[src/falafel_params.svh]
`ifndef FALAFEL_PARAMS_SVH
`define FALAFEL_PARAMS_SVH

// datapath and address width, one word
`define FALAFEL_DATA_W     32
`define FALAFEL_WORD_BYTES 4

// allocation granularity in bytes
`define FALAFEL_ALIGN      8
// smallest remainder payload worth a new free block
`define FALAFEL_MIN_SPLIT  8

`define FALAFEL_NULL       32'h0000_0000
`define FALAFEL_ERR_NOMEM  32'hffff_ffff

// lsu opcodes
`define FALAFEL_OP_LOAD_WORD   2'd0
`define FALAFEL_OP_STORE_WORD  2'd1
`define FALAFEL_OP_LOAD_BLOCK  2'd2
`define FALAFEL_OP_STORE_BLOCK 2'd3

`endif
[src/falafel_pkg.sv]
`include "falafel_params.svh"

package falafel_pkg;

  // sizes and memory data
  typedef logic [`FALAFEL_DATA_W-1:0] word_t;

  // byte address
  typedef logic [`FALAFEL_DATA_W-1:0] ptr_t;

  // one of the FALAFEL_OP_* codes
  typedef logic [1:0] lsu_op_t;

endpackage

[src/falafel_lsu_if.sv]
interface falafel_lsu_if;
  import falafel_pkg::*;

  logic    req_val;
  logic    req_rdy;
  lsu_op_t op;
  ptr_t    addr;
  word_t   wdata0;  // size word for block ops
  word_t   wdata1;  // next pointer for block ops

  logic    rsp_val;
  logic    rsp_rdy;
  word_t   rdata0;
  word_t   rdata1;

  modport ctrl (
    output req_val, op, addr, wdata0, wdata1, rsp_rdy,
    input  req_rdy, rsp_val, rdata0, rdata1
  );

  modport lsu (
    input  req_val, op, addr, wdata0, wdata1, rsp_rdy,
    output req_rdy, rsp_val, rdata0, rdata1
  );

endinterface

[src/falafel_top.sv]
module falafel_top (
  input  logic               clk_i,
  input  logic               rst_ni,

  input  falafel_pkg::ptr_t  free_list_ptr_i,  // address of the head word

  input  logic               alloc_empty_i,
  output logic               alloc_read_o,
  input  falafel_pkg::word_t alloc_size_i,

  input  logic               free_empty_i,
  output logic               free_read_o,
  input  falafel_pkg::ptr_t  free_ptr_i,

  input  logic               resp_full_i,
  output logic               resp_write_o,
  output falafel_pkg::ptr_t  resp_ptr_o,

  output logic               mem_req_val_o,
  input  logic               mem_req_rdy_i,
  output logic               mem_req_is_write_o,
  output falafel_pkg::ptr_t  mem_req_addr_o,
  output falafel_pkg::word_t mem_req_data_o,

  input  logic               mem_rsp_val_i,
  output logic               mem_rsp_rdy_o,
  input  falafel_pkg::word_t mem_rsp_data_i
);

  falafel_lsu_if lsu_if ();

  falafel_ctrl i_falafel_ctrl (
    .clk_i,
    .rst_ni,
    .free_list_ptr_i,
    .alloc_empty_i,
    .alloc_read_o,
    .alloc_size_i,
    .free_empty_i,
    .free_read_o,
    .free_ptr_i,
    .resp_full_i,
    .resp_write_o,
    .resp_ptr_o,
    .lsu              (lsu_if)
  );

  // single outstanding memory transaction
  falafel_lsu i_falafel_lsu (
    .clk_i,
    .rst_ni,
    .lsu                (lsu_if),
    .mem_req_val_o,
    .mem_req_rdy_i,
    .mem_req_is_write_o,
    .mem_req_addr_o,
    .mem_req_data_o,
    .mem_rsp_val_i,
    .mem_rsp_rdy_o,
    .mem_rsp_data_i
  );

endmodule

[src/falafel_ctrl.sv]
`include "falafel_params.svh"

module falafel_ctrl (
  input  logic               clk_i,
  input  logic               rst_ni,

  input  falafel_pkg::ptr_t  free_list_ptr_i,

  input  logic               alloc_empty_i,
  output logic               alloc_read_o,
  input  falafel_pkg::word_t alloc_size_i,

  input  logic               free_empty_i,
  output logic               free_read_o,
  input  falafel_pkg::ptr_t  free_ptr_i,

  input  logic               resp_full_i,
  output logic               resp_write_o,
  output falafel_pkg::ptr_t  resp_ptr_o,

  falafel_lsu_if.ctrl        lsu
);
  import falafel_pkg::*;

  localparam word_t WORD        = word_t'(`FALAFEL_WORD_BYTES);
  localparam word_t ALIGN_MASK  = word_t'(`FALAFEL_ALIGN - 1);
  localparam word_t SPLIT_LIMIT = word_t'(`FALAFEL_WORD_BYTES + `FALAFEL_MIN_SPLIT);

  typedef enum logic [3:0] {
    ST_IDLE,
    ST_LOAD_HEAD,
    ST_WAIT_HEAD,
    ST_NEXT,         // decide on the pointer just read
    ST_LOAD_BLOCK,
    ST_WAIT_BLOCK,
    ST_BLOCK,        // fit check on the loaded block
    ST_STORE_SIZE,
    ST_WAIT_SIZE,
    ST_STORE_SPLIT,
    ST_WAIT_SPLIT,
    ST_STORE_INS,
    ST_WAIT_INS,
    ST_STORE_LINK,
    ST_WAIT_LINK,
    ST_RESP
  } ctrl_state_e;

  ctrl_state_e state_d, state_q;
  logic        is_free_d, is_free_q;

  word_t req_d, req_q;              // rounded alloc size
  ptr_t  blk_d, blk_q;              // header being freed
  ptr_t  cur_d, cur_q;              // header of the loaded block
  word_t size_d, size_q;            // its size word
  ptr_t  next_d, next_q;            // next header to visit
  ptr_t  link_addr_d, link_addr_q;  // word that points at next_q
  ptr_t  link_val_d, link_val_q;
  ptr_t  result_d, result_q;

  logic  fit;
  logic  split;
  ptr_t  split_addr;
  word_t split_size;

  assign fit        = (size_q >= req_q);
  assign split      = ((size_q - req_q) >= SPLIT_LIMIT);  // no underflow once fit holds
  assign split_addr = cur_q + WORD + req_q;
  assign split_size = size_q - req_q - WORD;

  assign resp_ptr_o = result_q;

  always_comb begin
    state_d     = state_q;
    is_free_d   = is_free_q;
    req_d       = req_q;
    blk_d       = blk_q;
    cur_d       = cur_q;
    size_d      = size_q;
    next_d      = next_q;
    link_addr_d = link_addr_q;
    link_val_d  = link_val_q;
    result_d    = result_q;

    lsu.req_val = 1'b0;
    lsu.op      = `FALAFEL_OP_LOAD_WORD;
    lsu.addr    = '0;
    lsu.wdata0  = '0;
    lsu.wdata1  = '0;
    lsu.rsp_rdy = 1'b0;

    alloc_read_o = 1'b0;
    free_read_o  = 1'b0;
    resp_write_o = 1'b0;

    unique case (state_q)
      ST_IDLE: begin
        if (!alloc_empty_i) begin
          alloc_read_o = 1'b1;
          is_free_d    = 1'b0;
          if (alloc_size_i == '0) begin
            result_d = `FALAFEL_NULL;
            state_d  = ST_RESP;
          end else begin
            req_d   = (alloc_size_i + ALIGN_MASK) & ~ALIGN_MASK;
            state_d = ST_LOAD_HEAD;
          end
        end else if (!free_empty_i) begin
          free_read_o = 1'b1;
          is_free_d   = 1'b1;
          blk_d       = free_ptr_i - WORD;
          state_d     = ST_LOAD_HEAD;
        end
      end

      ST_LOAD_HEAD: begin
        lsu.req_val = 1'b1;
        lsu.op      = `FALAFEL_OP_LOAD_WORD;
        lsu.addr    = free_list_ptr_i;
        link_addr_d = free_list_ptr_i;
        if (lsu.req_rdy) state_d = ST_WAIT_HEAD;
      end

      ST_WAIT_HEAD: begin
        lsu.rsp_rdy = 1'b1;
        if (lsu.rsp_val) begin
          next_d  = lsu.rdata0;
          state_d = ST_NEXT;
        end
      end

      ST_NEXT: begin
        if (is_free_q) begin
          if (next_q == `FALAFEL_NULL || next_q > blk_q) begin
            link_val_d = blk_q;  // insert B before next_q
            state_d    = ST_STORE_INS;
          end else begin
            state_d = ST_LOAD_BLOCK;
          end
        end else if (next_q == `FALAFEL_NULL) begin
          result_d = `FALAFEL_ERR_NOMEM;  // end of list, nothing written
          state_d  = ST_RESP;
        end else begin
          state_d = ST_LOAD_BLOCK;
        end
      end

      ST_LOAD_BLOCK: begin
        lsu.req_val = 1'b1;
        lsu.op      = `FALAFEL_OP_LOAD_BLOCK;
        lsu.addr    = next_q;
        if (lsu.req_rdy) begin
          cur_d   = next_q;
          state_d = ST_WAIT_BLOCK;
        end
      end

      ST_WAIT_BLOCK: begin
        lsu.rsp_rdy = 1'b1;
        if (lsu.rsp_val) begin
          size_d  = lsu.rdata0;
          next_d  = lsu.rdata1;
          state_d = ST_BLOCK;
        end
      end

      ST_BLOCK: begin
        if (!is_free_q && fit) begin
          result_d = cur_q + WORD;
          if (split) begin
            state_d = ST_STORE_SIZE;
          end else begin
            link_val_d = next_q;  // unlink the whole block
            state_d    = ST_STORE_LINK;
          end
        end else begin
          link_addr_d = cur_q + WORD;
          state_d     = ST_NEXT;
        end
      end

      ST_STORE_SIZE: begin
        lsu.req_val = 1'b1;
        lsu.op      = `FALAFEL_OP_STORE_WORD;
        lsu.addr    = cur_q;
        lsu.wdata0  = req_q;
        if (lsu.req_rdy) state_d = ST_WAIT_SIZE;
      end

      ST_WAIT_SIZE: begin
        lsu.rsp_rdy = 1'b1;
        if (lsu.rsp_val) state_d = ST_STORE_SPLIT;
      end

      ST_STORE_SPLIT: begin
        lsu.req_val = 1'b1;
        lsu.op      = `FALAFEL_OP_STORE_BLOCK;
        lsu.addr    = split_addr;
        lsu.wdata0  = split_size;
        lsu.wdata1  = next_q;
        link_val_d  = split_addr;
        if (lsu.req_rdy) state_d = ST_WAIT_SPLIT;
      end

      ST_WAIT_SPLIT: begin
        lsu.rsp_rdy = 1'b1;
        if (lsu.rsp_val) state_d = ST_STORE_LINK;
      end

      ST_STORE_INS: begin
        lsu.req_val = 1'b1;
        lsu.op      = `FALAFEL_OP_STORE_WORD;
        lsu.addr    = blk_q + WORD;
        lsu.wdata0  = next_q;
        if (lsu.req_rdy) state_d = ST_WAIT_INS;
      end

      ST_WAIT_INS: begin
        lsu.rsp_rdy = 1'b1;
        if (lsu.rsp_val) state_d = ST_STORE_LINK;
      end

      ST_STORE_LINK: begin
        lsu.req_val = 1'b1;
        lsu.op      = `FALAFEL_OP_STORE_WORD;
        lsu.addr    = link_addr_q;
        lsu.wdata0  = link_val_q;
        if (lsu.req_rdy) state_d = ST_WAIT_LINK;
      end

      ST_WAIT_LINK: begin
        lsu.rsp_rdy = 1'b1;
        if (lsu.rsp_val) state_d = is_free_q ? ST_IDLE : ST_RESP;  // free has no response
      end

      ST_RESP: begin
        if (!resp_full_i) begin
          resp_write_o = 1'b1;
          state_d      = ST_IDLE;
        end
      end

      default: state_d = ST_IDLE;
    endcase
  end

  always_ff @(posedge clk_i) begin
    if (!rst_ni) begin
      state_q   <= ST_IDLE;
      is_free_q <= 1'b0;
    end else begin
      state_q   <= state_d;
      is_free_q <= is_free_d;
    end
  end

  always_ff @(posedge clk_i) begin
    req_q       <= req_d;
    blk_q       <= blk_d;
    cur_q       <= cur_d;
    size_q      <= size_d;
    next_q      <= next_d;
    link_addr_q <= link_addr_d;
    link_val_q  <= link_val_d;
    result_q    <= result_d;
  end

endmodule

[src/falafel_lsu.sv]
`include "falafel_params.svh"

module falafel_lsu (
  input  logic               clk_i,
  input  logic               rst_ni,

  falafel_lsu_if.lsu         lsu,

  output logic               mem_req_val_o,
  input  logic               mem_req_rdy_i,
  output logic               mem_req_is_write_o,
  output falafel_pkg::ptr_t  mem_req_addr_o,
  output falafel_pkg::word_t mem_req_data_o,

  input  logic               mem_rsp_val_i,
  output logic               mem_rsp_rdy_o,
  input  falafel_pkg::word_t mem_rsp_data_i
);
  import falafel_pkg::*;

  typedef enum logic [1:0] {
    LSU_IDLE,
    LSU_REQ,
    LSU_WAIT,
    LSU_RSP
  } lsu_state_e;

  lsu_state_e state_d, state_q;
  logic       word_sel_d, word_sel_q;  // 1 while on the word at addr+WORD

  lsu_op_t op_q;
  ptr_t    addr_q;
  word_t   wdata0_q;
  word_t   wdata1_q;
  word_t   rdata0_q;
  word_t   rdata1_q;

  logic is_store;
  logic is_block;
  logic req_fire;
  logic mem_rsp_fire;

  assign is_store = (op_q == `FALAFEL_OP_STORE_WORD) || (op_q == `FALAFEL_OP_STORE_BLOCK);
  assign is_block = (op_q == `FALAFEL_OP_LOAD_BLOCK) || (op_q == `FALAFEL_OP_STORE_BLOCK);

  assign req_fire     = lsu.req_val && lsu.req_rdy;
  assign mem_rsp_fire = mem_rsp_val_i && mem_rsp_rdy_o;

  assign lsu.req_rdy = (state_q == LSU_IDLE);
  assign lsu.rsp_val = (state_q == LSU_RSP);
  assign lsu.rdata0  = rdata0_q;
  assign lsu.rdata1  = rdata1_q;

  assign mem_req_val_o      = (state_q == LSU_REQ);
  assign mem_req_is_write_o = is_store;
  assign mem_req_addr_o     = word_sel_q ? addr_q + `FALAFEL_WORD_BYTES : addr_q;
  assign mem_req_data_o     = word_sel_q ? wdata1_q : wdata0_q;
  assign mem_rsp_rdy_o      = (state_q == LSU_WAIT);

  always_comb begin
    state_d    = state_q;
    word_sel_d = word_sel_q;

    unique case (state_q)
      LSU_IDLE: begin
        if (req_fire) begin
          state_d    = LSU_REQ;
          word_sel_d = 1'b0;
        end
      end
      LSU_REQ: begin
        if (mem_req_rdy_i) state_d = LSU_WAIT;  // address held until accepted
      end
      LSU_WAIT: begin
        if (mem_rsp_fire) begin
          if (is_block && !word_sel_q) begin
            state_d    = LSU_REQ;  // second word of the block
            word_sel_d = 1'b1;
          end else begin
            state_d = LSU_RSP;
          end
        end
      end
      LSU_RSP: begin
        if (lsu.rsp_rdy) state_d = LSU_IDLE;
      end
      default: state_d = LSU_IDLE;
    endcase
  end

  always_ff @(posedge clk_i) begin
    if (!rst_ni) begin
      state_q    <= LSU_IDLE;
      word_sel_q <= 1'b0;
    end else begin
      state_q    <= state_d;
      word_sel_q <= word_sel_d;
    end
  end

  // operation latch and read capture
  always_ff @(posedge clk_i) begin
    if (req_fire) begin
      op_q     <= lsu.op;
      addr_q   <= lsu.addr;
      wdata0_q <= lsu.wdata0;
      wdata1_q <= lsu.wdata1;
    end
    if (mem_rsp_fire && !is_store) begin
      if (word_sel_q) rdata1_q <= mem_rsp_data_i;
      else            rdata0_q <= mem_rsp_data_i;
    end
  end

endmodule

[config.mk]
export PLATFORM = sky130hd
export DESIGN_NAME = falafel_top
export DESIGN_NICKNAME = d
export VERILOG_FILES = /design/src/falafel_pkg.sv /design/src/falafel_lsu_if.sv /design/src/falafel_top.sv /design/src/falafel_ctrl.sv /design/src/falafel_lsu.sv
export VERILOG_INCLUDE_DIRS = /design/src
export SDC_FILE = /design/constraint.sdc
export NUM_CORES = 1
export LEC_CHECK = 0
export BUFFER_PORTS_ARGS = -buffer_cell sky130_fd_sc_hd__buf_2
export CORE_MARGIN = 3
export CORE_UTILIZATION = 54
export CTS_BUF_LIST = sky130_fd_sc_hd__clkbuf_4 sky130_fd_sc_hd__clkbuf_8 sky130_fd_sc_hd__clkbuf_16
export CTS_CLUSTER_DIAMETER = 100
export DETAILED_ROUTE_END_ITERATION = 8
export PLACE_DENSITY = 0.8
export SLEW_MARGIN = 30
export SYNTH_ARGS = -nofsm -noshare
export SYNTH_HDL_FRONTEND = slang
export SYNTH_SLANG_ARGS = --single-unit
[constraint.sdc]
create_clock -name clk_i -period 8.2 [get_ports clk_i]
set_input_delay 1.64 -clock clk_i [delete_from_list [all_inputs] [get_ports clk_i]]
set_output_delay 1.64 -clock clk_i [all_outputs]
set_load 0.02 [all_outputs]
==> Word level (Yosys, flattened, before mapping) <==
Cells that the tools add are included.
{ "totals": {"latchBits": 0, "elab_cells": 184, "ff_bits": 423, "n_memories": 0, "romBits": 0, "mem_bits_rw": 0} }
{ "classes": {"eq_ne": 49, "n_bitwise": 4, "reduce_logical": 38, "div_mod_pow": 0, "addsub": 8, "n_shift": 0, "n_mux": 64, "mul": 0, "order_cmp": 3} }
{ "ops": {"columns": ["cell", "n"], "rows": [
  ["32-bit two-way mux", 14],
  ["32-bit one-hot mux with 3 select lines", 2],
  ["32-bit one-hot mux with 6 select lines", 1],
  ["32-bit by 3-bit adder with 32-bit output, second input constant", 4],
  ["32-bit one-hot mux with 2 select lines", 2],
  ["32-bit one-hot mux with 4 select lines", 1],
  ["4-bit two-way mux", 21],
  ["32-bit zero test", 2],
  ["32-bit by 3-bit subtractor with 32-bit output, second input constant", 2],
  ["4-bit one-hot mux with 15 select lines", 1],
  ["2-bit by 1-bit != test with 1-bit output, second input constant", 18],
  ["32-bit adder", 1],
  ["4-bit equality test, second input constant", 8],
  ["32-bit greater-or-equal comparator", 1],
  ["32-bit by 4-bit greater-or-equal comparator with 1-bit output, second input constant", 1],
  ["32-bit > comparator", 1],
  ["32-bit subtractor", 1],
  ["2-bit != test, second input constant", 9],
  ["4-bit by 3-bit equality test with 1-bit output, second input constant", 4],
  ["1-bit two-way mux", 14],
  ["13-bit AND reduction", 1],
  ["2-bit AND reduction", 6],
  ["6-bit OR reduction", 2],
  ["2-bit two-way mux", 5],
  ["other kinds (22)", 44]
]} }

==> Longest topological paths before layout <==
{ "depth": {"ltp_word": 6, "ltp_mapped": 18} }

==> Hierarchy <==
A second synthesis with hierarchy kept.
{ "hier_totals": {"hier_cells": 2166, "area_unflattened_um2": 23943.0} }
{ "modules_own_cells": {"columns": ["mod", "n_inst", "cells_each", "area_per_inst_um2"], "rows": [
  ["falafel_ctrl", 1, 1846, 17878.4],
  ["falafel_lsu", 1, 320, 6064.6]
]} }

==> Least setup slack after synthesis <==
No wires, ideal clock.
{ "synth_path": {"path_type": "flip-flop to flip-flop", "from": "reg i_falafel_ctrl.state_q[2]", "to": "reg i_falafel_lsu.addr_q[0] (enable)", "arrival_time_ns": 7.864, "synth_period_minus_slack_ns": 8.539, "setup_ns": 0.675, "path_stages_with_launch": 6, "setup_slack_ns": -0.339, "path_cell_list": "dfxtp_1 clkbuf_1 nand2b_1 nor3_1 a21oi_1 nor3_1"} }
{ "synth_between": {"elab_chain_cells": 4, "word_cells_on_any_way": 9, "cone_classes": "eq/ne: 6; mux: 1; reduce/logical: 2"} }
{ "synth_rtl": {"columns": ["element", "line", "source"], "rows": [
  ["start: declaration", "falafel_ctrl.sv:48", "ctrl_state_e state_d, state_q;"],
  ["start signal: assignment", "falafel_ctrl.sv:251", "state_q <= state_d;"],
  ["4-bit by 1-bit equality test with 1-bit output, or another cell as far along", "falafel_ctrl.sv:95", "unique case (state_q)"],
  ["6-bit OR reduction (no line) *", null, null],
  ["1-bit two-way mux *", "falafel_ctrl.sv:95", null],
  ["1-bit logical AND *", "falafel_lsu.sv:46", "assign req_fire = lsu.req_val && lsu.req_rdy;"],
  ["net i_falafel_lsu.req_fire", "falafel_lsu.sv:40", "logic req_fire;"],
  ["end signal: assignment", "falafel_lsu.sv:105", "addr_q <= lsu.addr;"],
  ["end: declaration", "falafel_lsu.sv:32", "ptr_t addr_q;"]
]} }
Mark *: on every way through the listed nets, which the timed path passes. The rest lies on a longest branch.
A chain may end at the register's enable or synchronous reset.

==> Worst setup path after layout <==
{ "layout_path": {"from": "reg i_falafel_ctrl.cur_q[2]", "to": "reg i_falafel_ctrl.link_val_q[27], data pin"} }
{ "layout_between": {"elab_chain_cells": 3} }
{ "layout_rtl": {"columns": ["element", "line", "source"], "rows": [
  ["start: declaration", "falafel_ctrl.sv:53", "ptr_t cur_d, cur_q;"],
  ["start signal: assignment", "falafel_ctrl.sv:259", "cur_q <= cur_d;"],
  ["32-bit by 3-bit adder with 32-bit output", "falafel_ctrl.sv:67", "assign split_addr = cur_q + WORD + req_q;"],
  ["32-bit adder", "falafel_ctrl.sv:67", null],
  ["32-bit one-hot mux with 3 select lines", "falafel_ctrl.sv:95", null],
  ["net i_falafel_ctrl.link_val_d[27]", "falafel_ctrl.sv:57", "ptr_t link_val_d, link_val_q;"],
  ["end signal: assignment", "falafel_ctrl.sv:263", "link_val_q <= link_val_d;"],
  ["end: declaration", "falafel_ctrl.sv:57", null]
]} }
The timed path passes the listed nets, and every way through them passes these cells.

==> summary.md <==
| Metric | Value |
|---|---|
| Design Area, Final | `27,580 µm²` |
| Final net count | `2,639` |
| Max Root-Sink Buffers | `3` |
| Register area share after synthesis | `52.07%` |
| PwrDens | `283.6 nW/µm²` |
| Clock Skew | `37.57 ps` |
| Max stage delay on crit path | `680 ps` |
| Crit end category | `register` |
| Tcrit/Tclk final | `61.43%` |
| Largest area contributor in the netlist | `edfxtp_1` |
| Post-synth EDFFs | `415` |
| Adder-cell share of the synthesized area | `5.120%` |
| Layout cells sized above 1 | `18.83%` |
| Global-route wire length before repair | `114.0 mm` |
| Initial Util | `54.70%` |
| Max-slew headroom | `37.88%` |
| Initial DRC Count | `2,364` |
| Total chip power | `7.821 mW` |
| Vias per Instance | `6.359` |
| Post-DRT Antenna Nets | `0` |
| Core footprint | `44,320 µm²` |
| Worst path arrival time | `5480 ps` |
| Root Buffer | `clkbuf_16` |
| CP max-delay cell | `a211oi_1` |
| Reg area | `12,620 µm²` |
| Maximum vdd drop | `0.0002432 V` |
| Yosys reg bits | `423` |
| Slew Viols, Final | `0` |
| Crit start category | `register` |
| RSZ-0062 raised after global routing | `false` |
| DP Area | `26,100 µm²` |
| Filler cell count | `3,525` |
| Postcts setup bufs | `0` |
| Post-Route WL | `76.68 mm` |
| Crit-path cells | `ha_1 > nand3_1 > nor2_1 > nand3_1 > xor2_1 > inv_1 > ha_1 > a2111o_1 > o21ai_0 > o31ai_1 > o21ai_0 > o21ai_0 > a211oi_1 > a221o_1` |
| Die Y | `217.9 µm` |
| Syn nets | `2,425` |
| Via count | `19,280` |
| Synth Area in Compound Gates | `14.12%` |
| Worst-path maximum fanout | `7` |
| Setup TNS | `0 ps` |
| Buffers on Ports | `236` |
| Total GRT Usage | `31.87%` |
| Largest family of logic cells by synthesized area | `simple AND/OR/NAND/NOR gates` |
| Worst slew pin tran | `924.6 ps` |
| Die ar. | `47,470 µm²` |
| Clk_lat worst skew | `600 ps` |
| Synthesized area per cell | `11.06 µm²` |
| Final hold viol count | `0` |
| Area delta synth->final | `13.75%` |
| Vias in the first global route | `18,650` |
| Largest net degree at the start of global routing | `71` |
| Post-placement cell count | `2,951` |
| Post-Synth XOR/XNOR Area | `7.262%` |
| H-tree levels | `2` |
| CTS sink cnt | `423` |
| Multi-input gate area | `10,980 µm²` |
| Row cnt | `77` |
| Hold_buf cts | `0` |
| Async SR Flop Fraction | `0%` |
| Layout Cells excl Fill | `3,031` |
| Final worst path period need | `5037 ps` |
| TritonCTS clock tree | `built` |
| Post-cts resize count | `0` |
| Clock transition at path regs | `60 ps` |
| # IOs | `237` |
| Hold Path Cell Cnt | `0` |
| Critical Path RT | `8650 ps` |
| Avg WL per Cell | `25.30 µm` |
| Hold Path Class | `register to register` |
| Top cells by area, synth | `edfxtp_1, ha_1, xnor2_1` |
| Remaining Overflow, GRT | `0` |
| Outcome | `finished, final reports clean` |
| Synth cell types | `92` |
| Setup CP Type | `register to register` |
| Die span in x | `217.9 µm` |
| Fmax | `198.5 MHz` |
| Mapped Area | `24,240 µm²` |
| Hpwl dp | `56.36 mm` |
| Critical Path Most Common Cell | `o21ai_0` |
| YS warnings | `0` |
| Remaining DRCs | `0` |
| Synth Flop Type | `edfxtp_1` |
| Number of max-cap violations | `0` |
| R2R depth | `14` |
| Number of setup violations in the final report | `0` |
| Cell count after synthesis | `2,192` |
| GPL Wtd Cong | `0.9935` |
| Post-synth top area share | `51.41%` |
| Post-synthesis simple-gate area fraction | `14.69%` |
| Initial antenna violation count | `1` |
| Hold WS | `433.4 ps` |
| Post-synthesis mux area share | `3.443%` |
| Cts bufs inserted | `44` |
| DR pass1 iterations | `8` |
| Pleak | `10.62 nW` |
[Yosys cell counts (all sizes together) (11+ instances only)]
| cell | n |
|---|---|
| o21ai | 132 |
| nand2b | 14 |
| and2 | 49 |
| ha | 96 |
| nor2b | 21 |
| and3 | 25 |
| inv | 111 |
| nand2 | 230 |
| mux2 | 65 |
| o21a | 11 |
| a21oi | 86 |
| xnor2 | 132 |
| a31oi | 11 |
| nand3 | 65 |
| a22oi | 80 |
| o2111ai | 16 |
| edfxtp | 415 |
| nor2 | 115 |
| xor2 | 69 |
| a211oi | 16 |
| and4 | 19 |
| or3 | 16 |
| nand4 | 38 |
| clkbuf | 77 |
| a222oi | 26 |
| nor4 | 28 |
| buf | 16 |
| a21o | 32 |
| nor3 | 48 |
[logic make-up after synthesis]
| group | Yosys count |
|---|---|
| multiplexers | 74 |
| AO/OA/AOI/OAI | 497 |
| buffers and inverters | 204 |
| AND/OR/NAND/NOR | 695 |
| flip-flops | 423 |
| adder cells (fa/ha/maj) | 98 |
| XOR/XNOR | 201 |
[per-layer routing]
metal	global-route usage [%]	vias to the layer above	part of all wire (%)
met3	5.434	243	8.9
met1	41.15	9231	38
met4	17.11	0	6.1
met5	0	-	0
li1	-	8673	-
met2	51.59	1128	47
[worst max-delay path: cells and delay by family, from the launching register on]
family | cells | cell delay [ps]
AO/OA/AOI/OAI | 7 | 2680
adder cells (fa/ha/maj) | 2 | 570
XOR/XNOR | 1 | 240
flip-flops | 1 | 470
buffers and inverters | 1 | 110
AND/OR/NAND/NOR | 3 | 840
[layout by cell type, fill, tap and decap left out, types with 65 or more instances in the layout]
master    Yosys  layout
a21oi_1      83      83
a22oi_1      80      80
buf_2         6     236
edfxtp_1    415     415
ha_1         96      96
inv_1       111     111
mux2_2       65      65
nand2_1     228     228
nor2_1      115     109
o21ai_0     124     123
xnor2_1     132     132
xor2_1       69      69
[metrics by stage]
step | util [%] | worst slack, ps
after floorplan | - | 2657
after global placement | 58.88 | 3533
after detailed placement | 58.89 | 3418
after CTS | 62.11 | 3368
after global routing | 62.22 | 2876
final | 62.22 | 3163
[worst paths after layout]
| check | from | to | slack (ps) |
|---|---|---|---|
| max | i_falafel_ctrl.cur_q[2]$_DFFE_PP_ | i_falafel_ctrl.link_val_q[27]$_DFFE_PP_ | 3160 |
| min | i_falafel_lsu.lsu.rdata0[15]$_DFFE_PP_ | i_falafel_ctrl.size_q[15]$_DFFE_PP_ | 430 |
| max reg2reg | i_falafel_ctrl.cur_q[2]$_DFFE_PP_ | i_falafel_ctrl.link_val_q[27]$_DFFE_PP_ | 3160 |
| min reg2reg | i_falafel_lsu.lsu.rdata0[15]$_DFFE_PP_ | i_falafel_ctrl.size_q[15]$_DFFE_PP_ | 430 |
[area by class of cell]
cell class                      instances  area share, %
Sequential cell                       423          45.78
Clock inverter                         24         0.8530
Clock buffer                           54          4.328
Timing Repair Buffer                  261          5.036
Inverter                              111          1.511
Tap cell                              592          2.686
Multi-Input combinational cell       1565          39.80
Antenna cell                            1       0.009074
[report_power, final]
| group | total, mW | internal (mW) | switching (mW) |
|---|---|---|---|
| registers | 3.27 | 2.97 | 0.301 |
| clock network | 2.01 | 1.16 | 0.846 |
| logic | 2.54 | 0.880 | 1.66 |
| total | 7.82 | 5.01 | 2.81 |
Note: power is estimated with default switching activity, not from simulation.
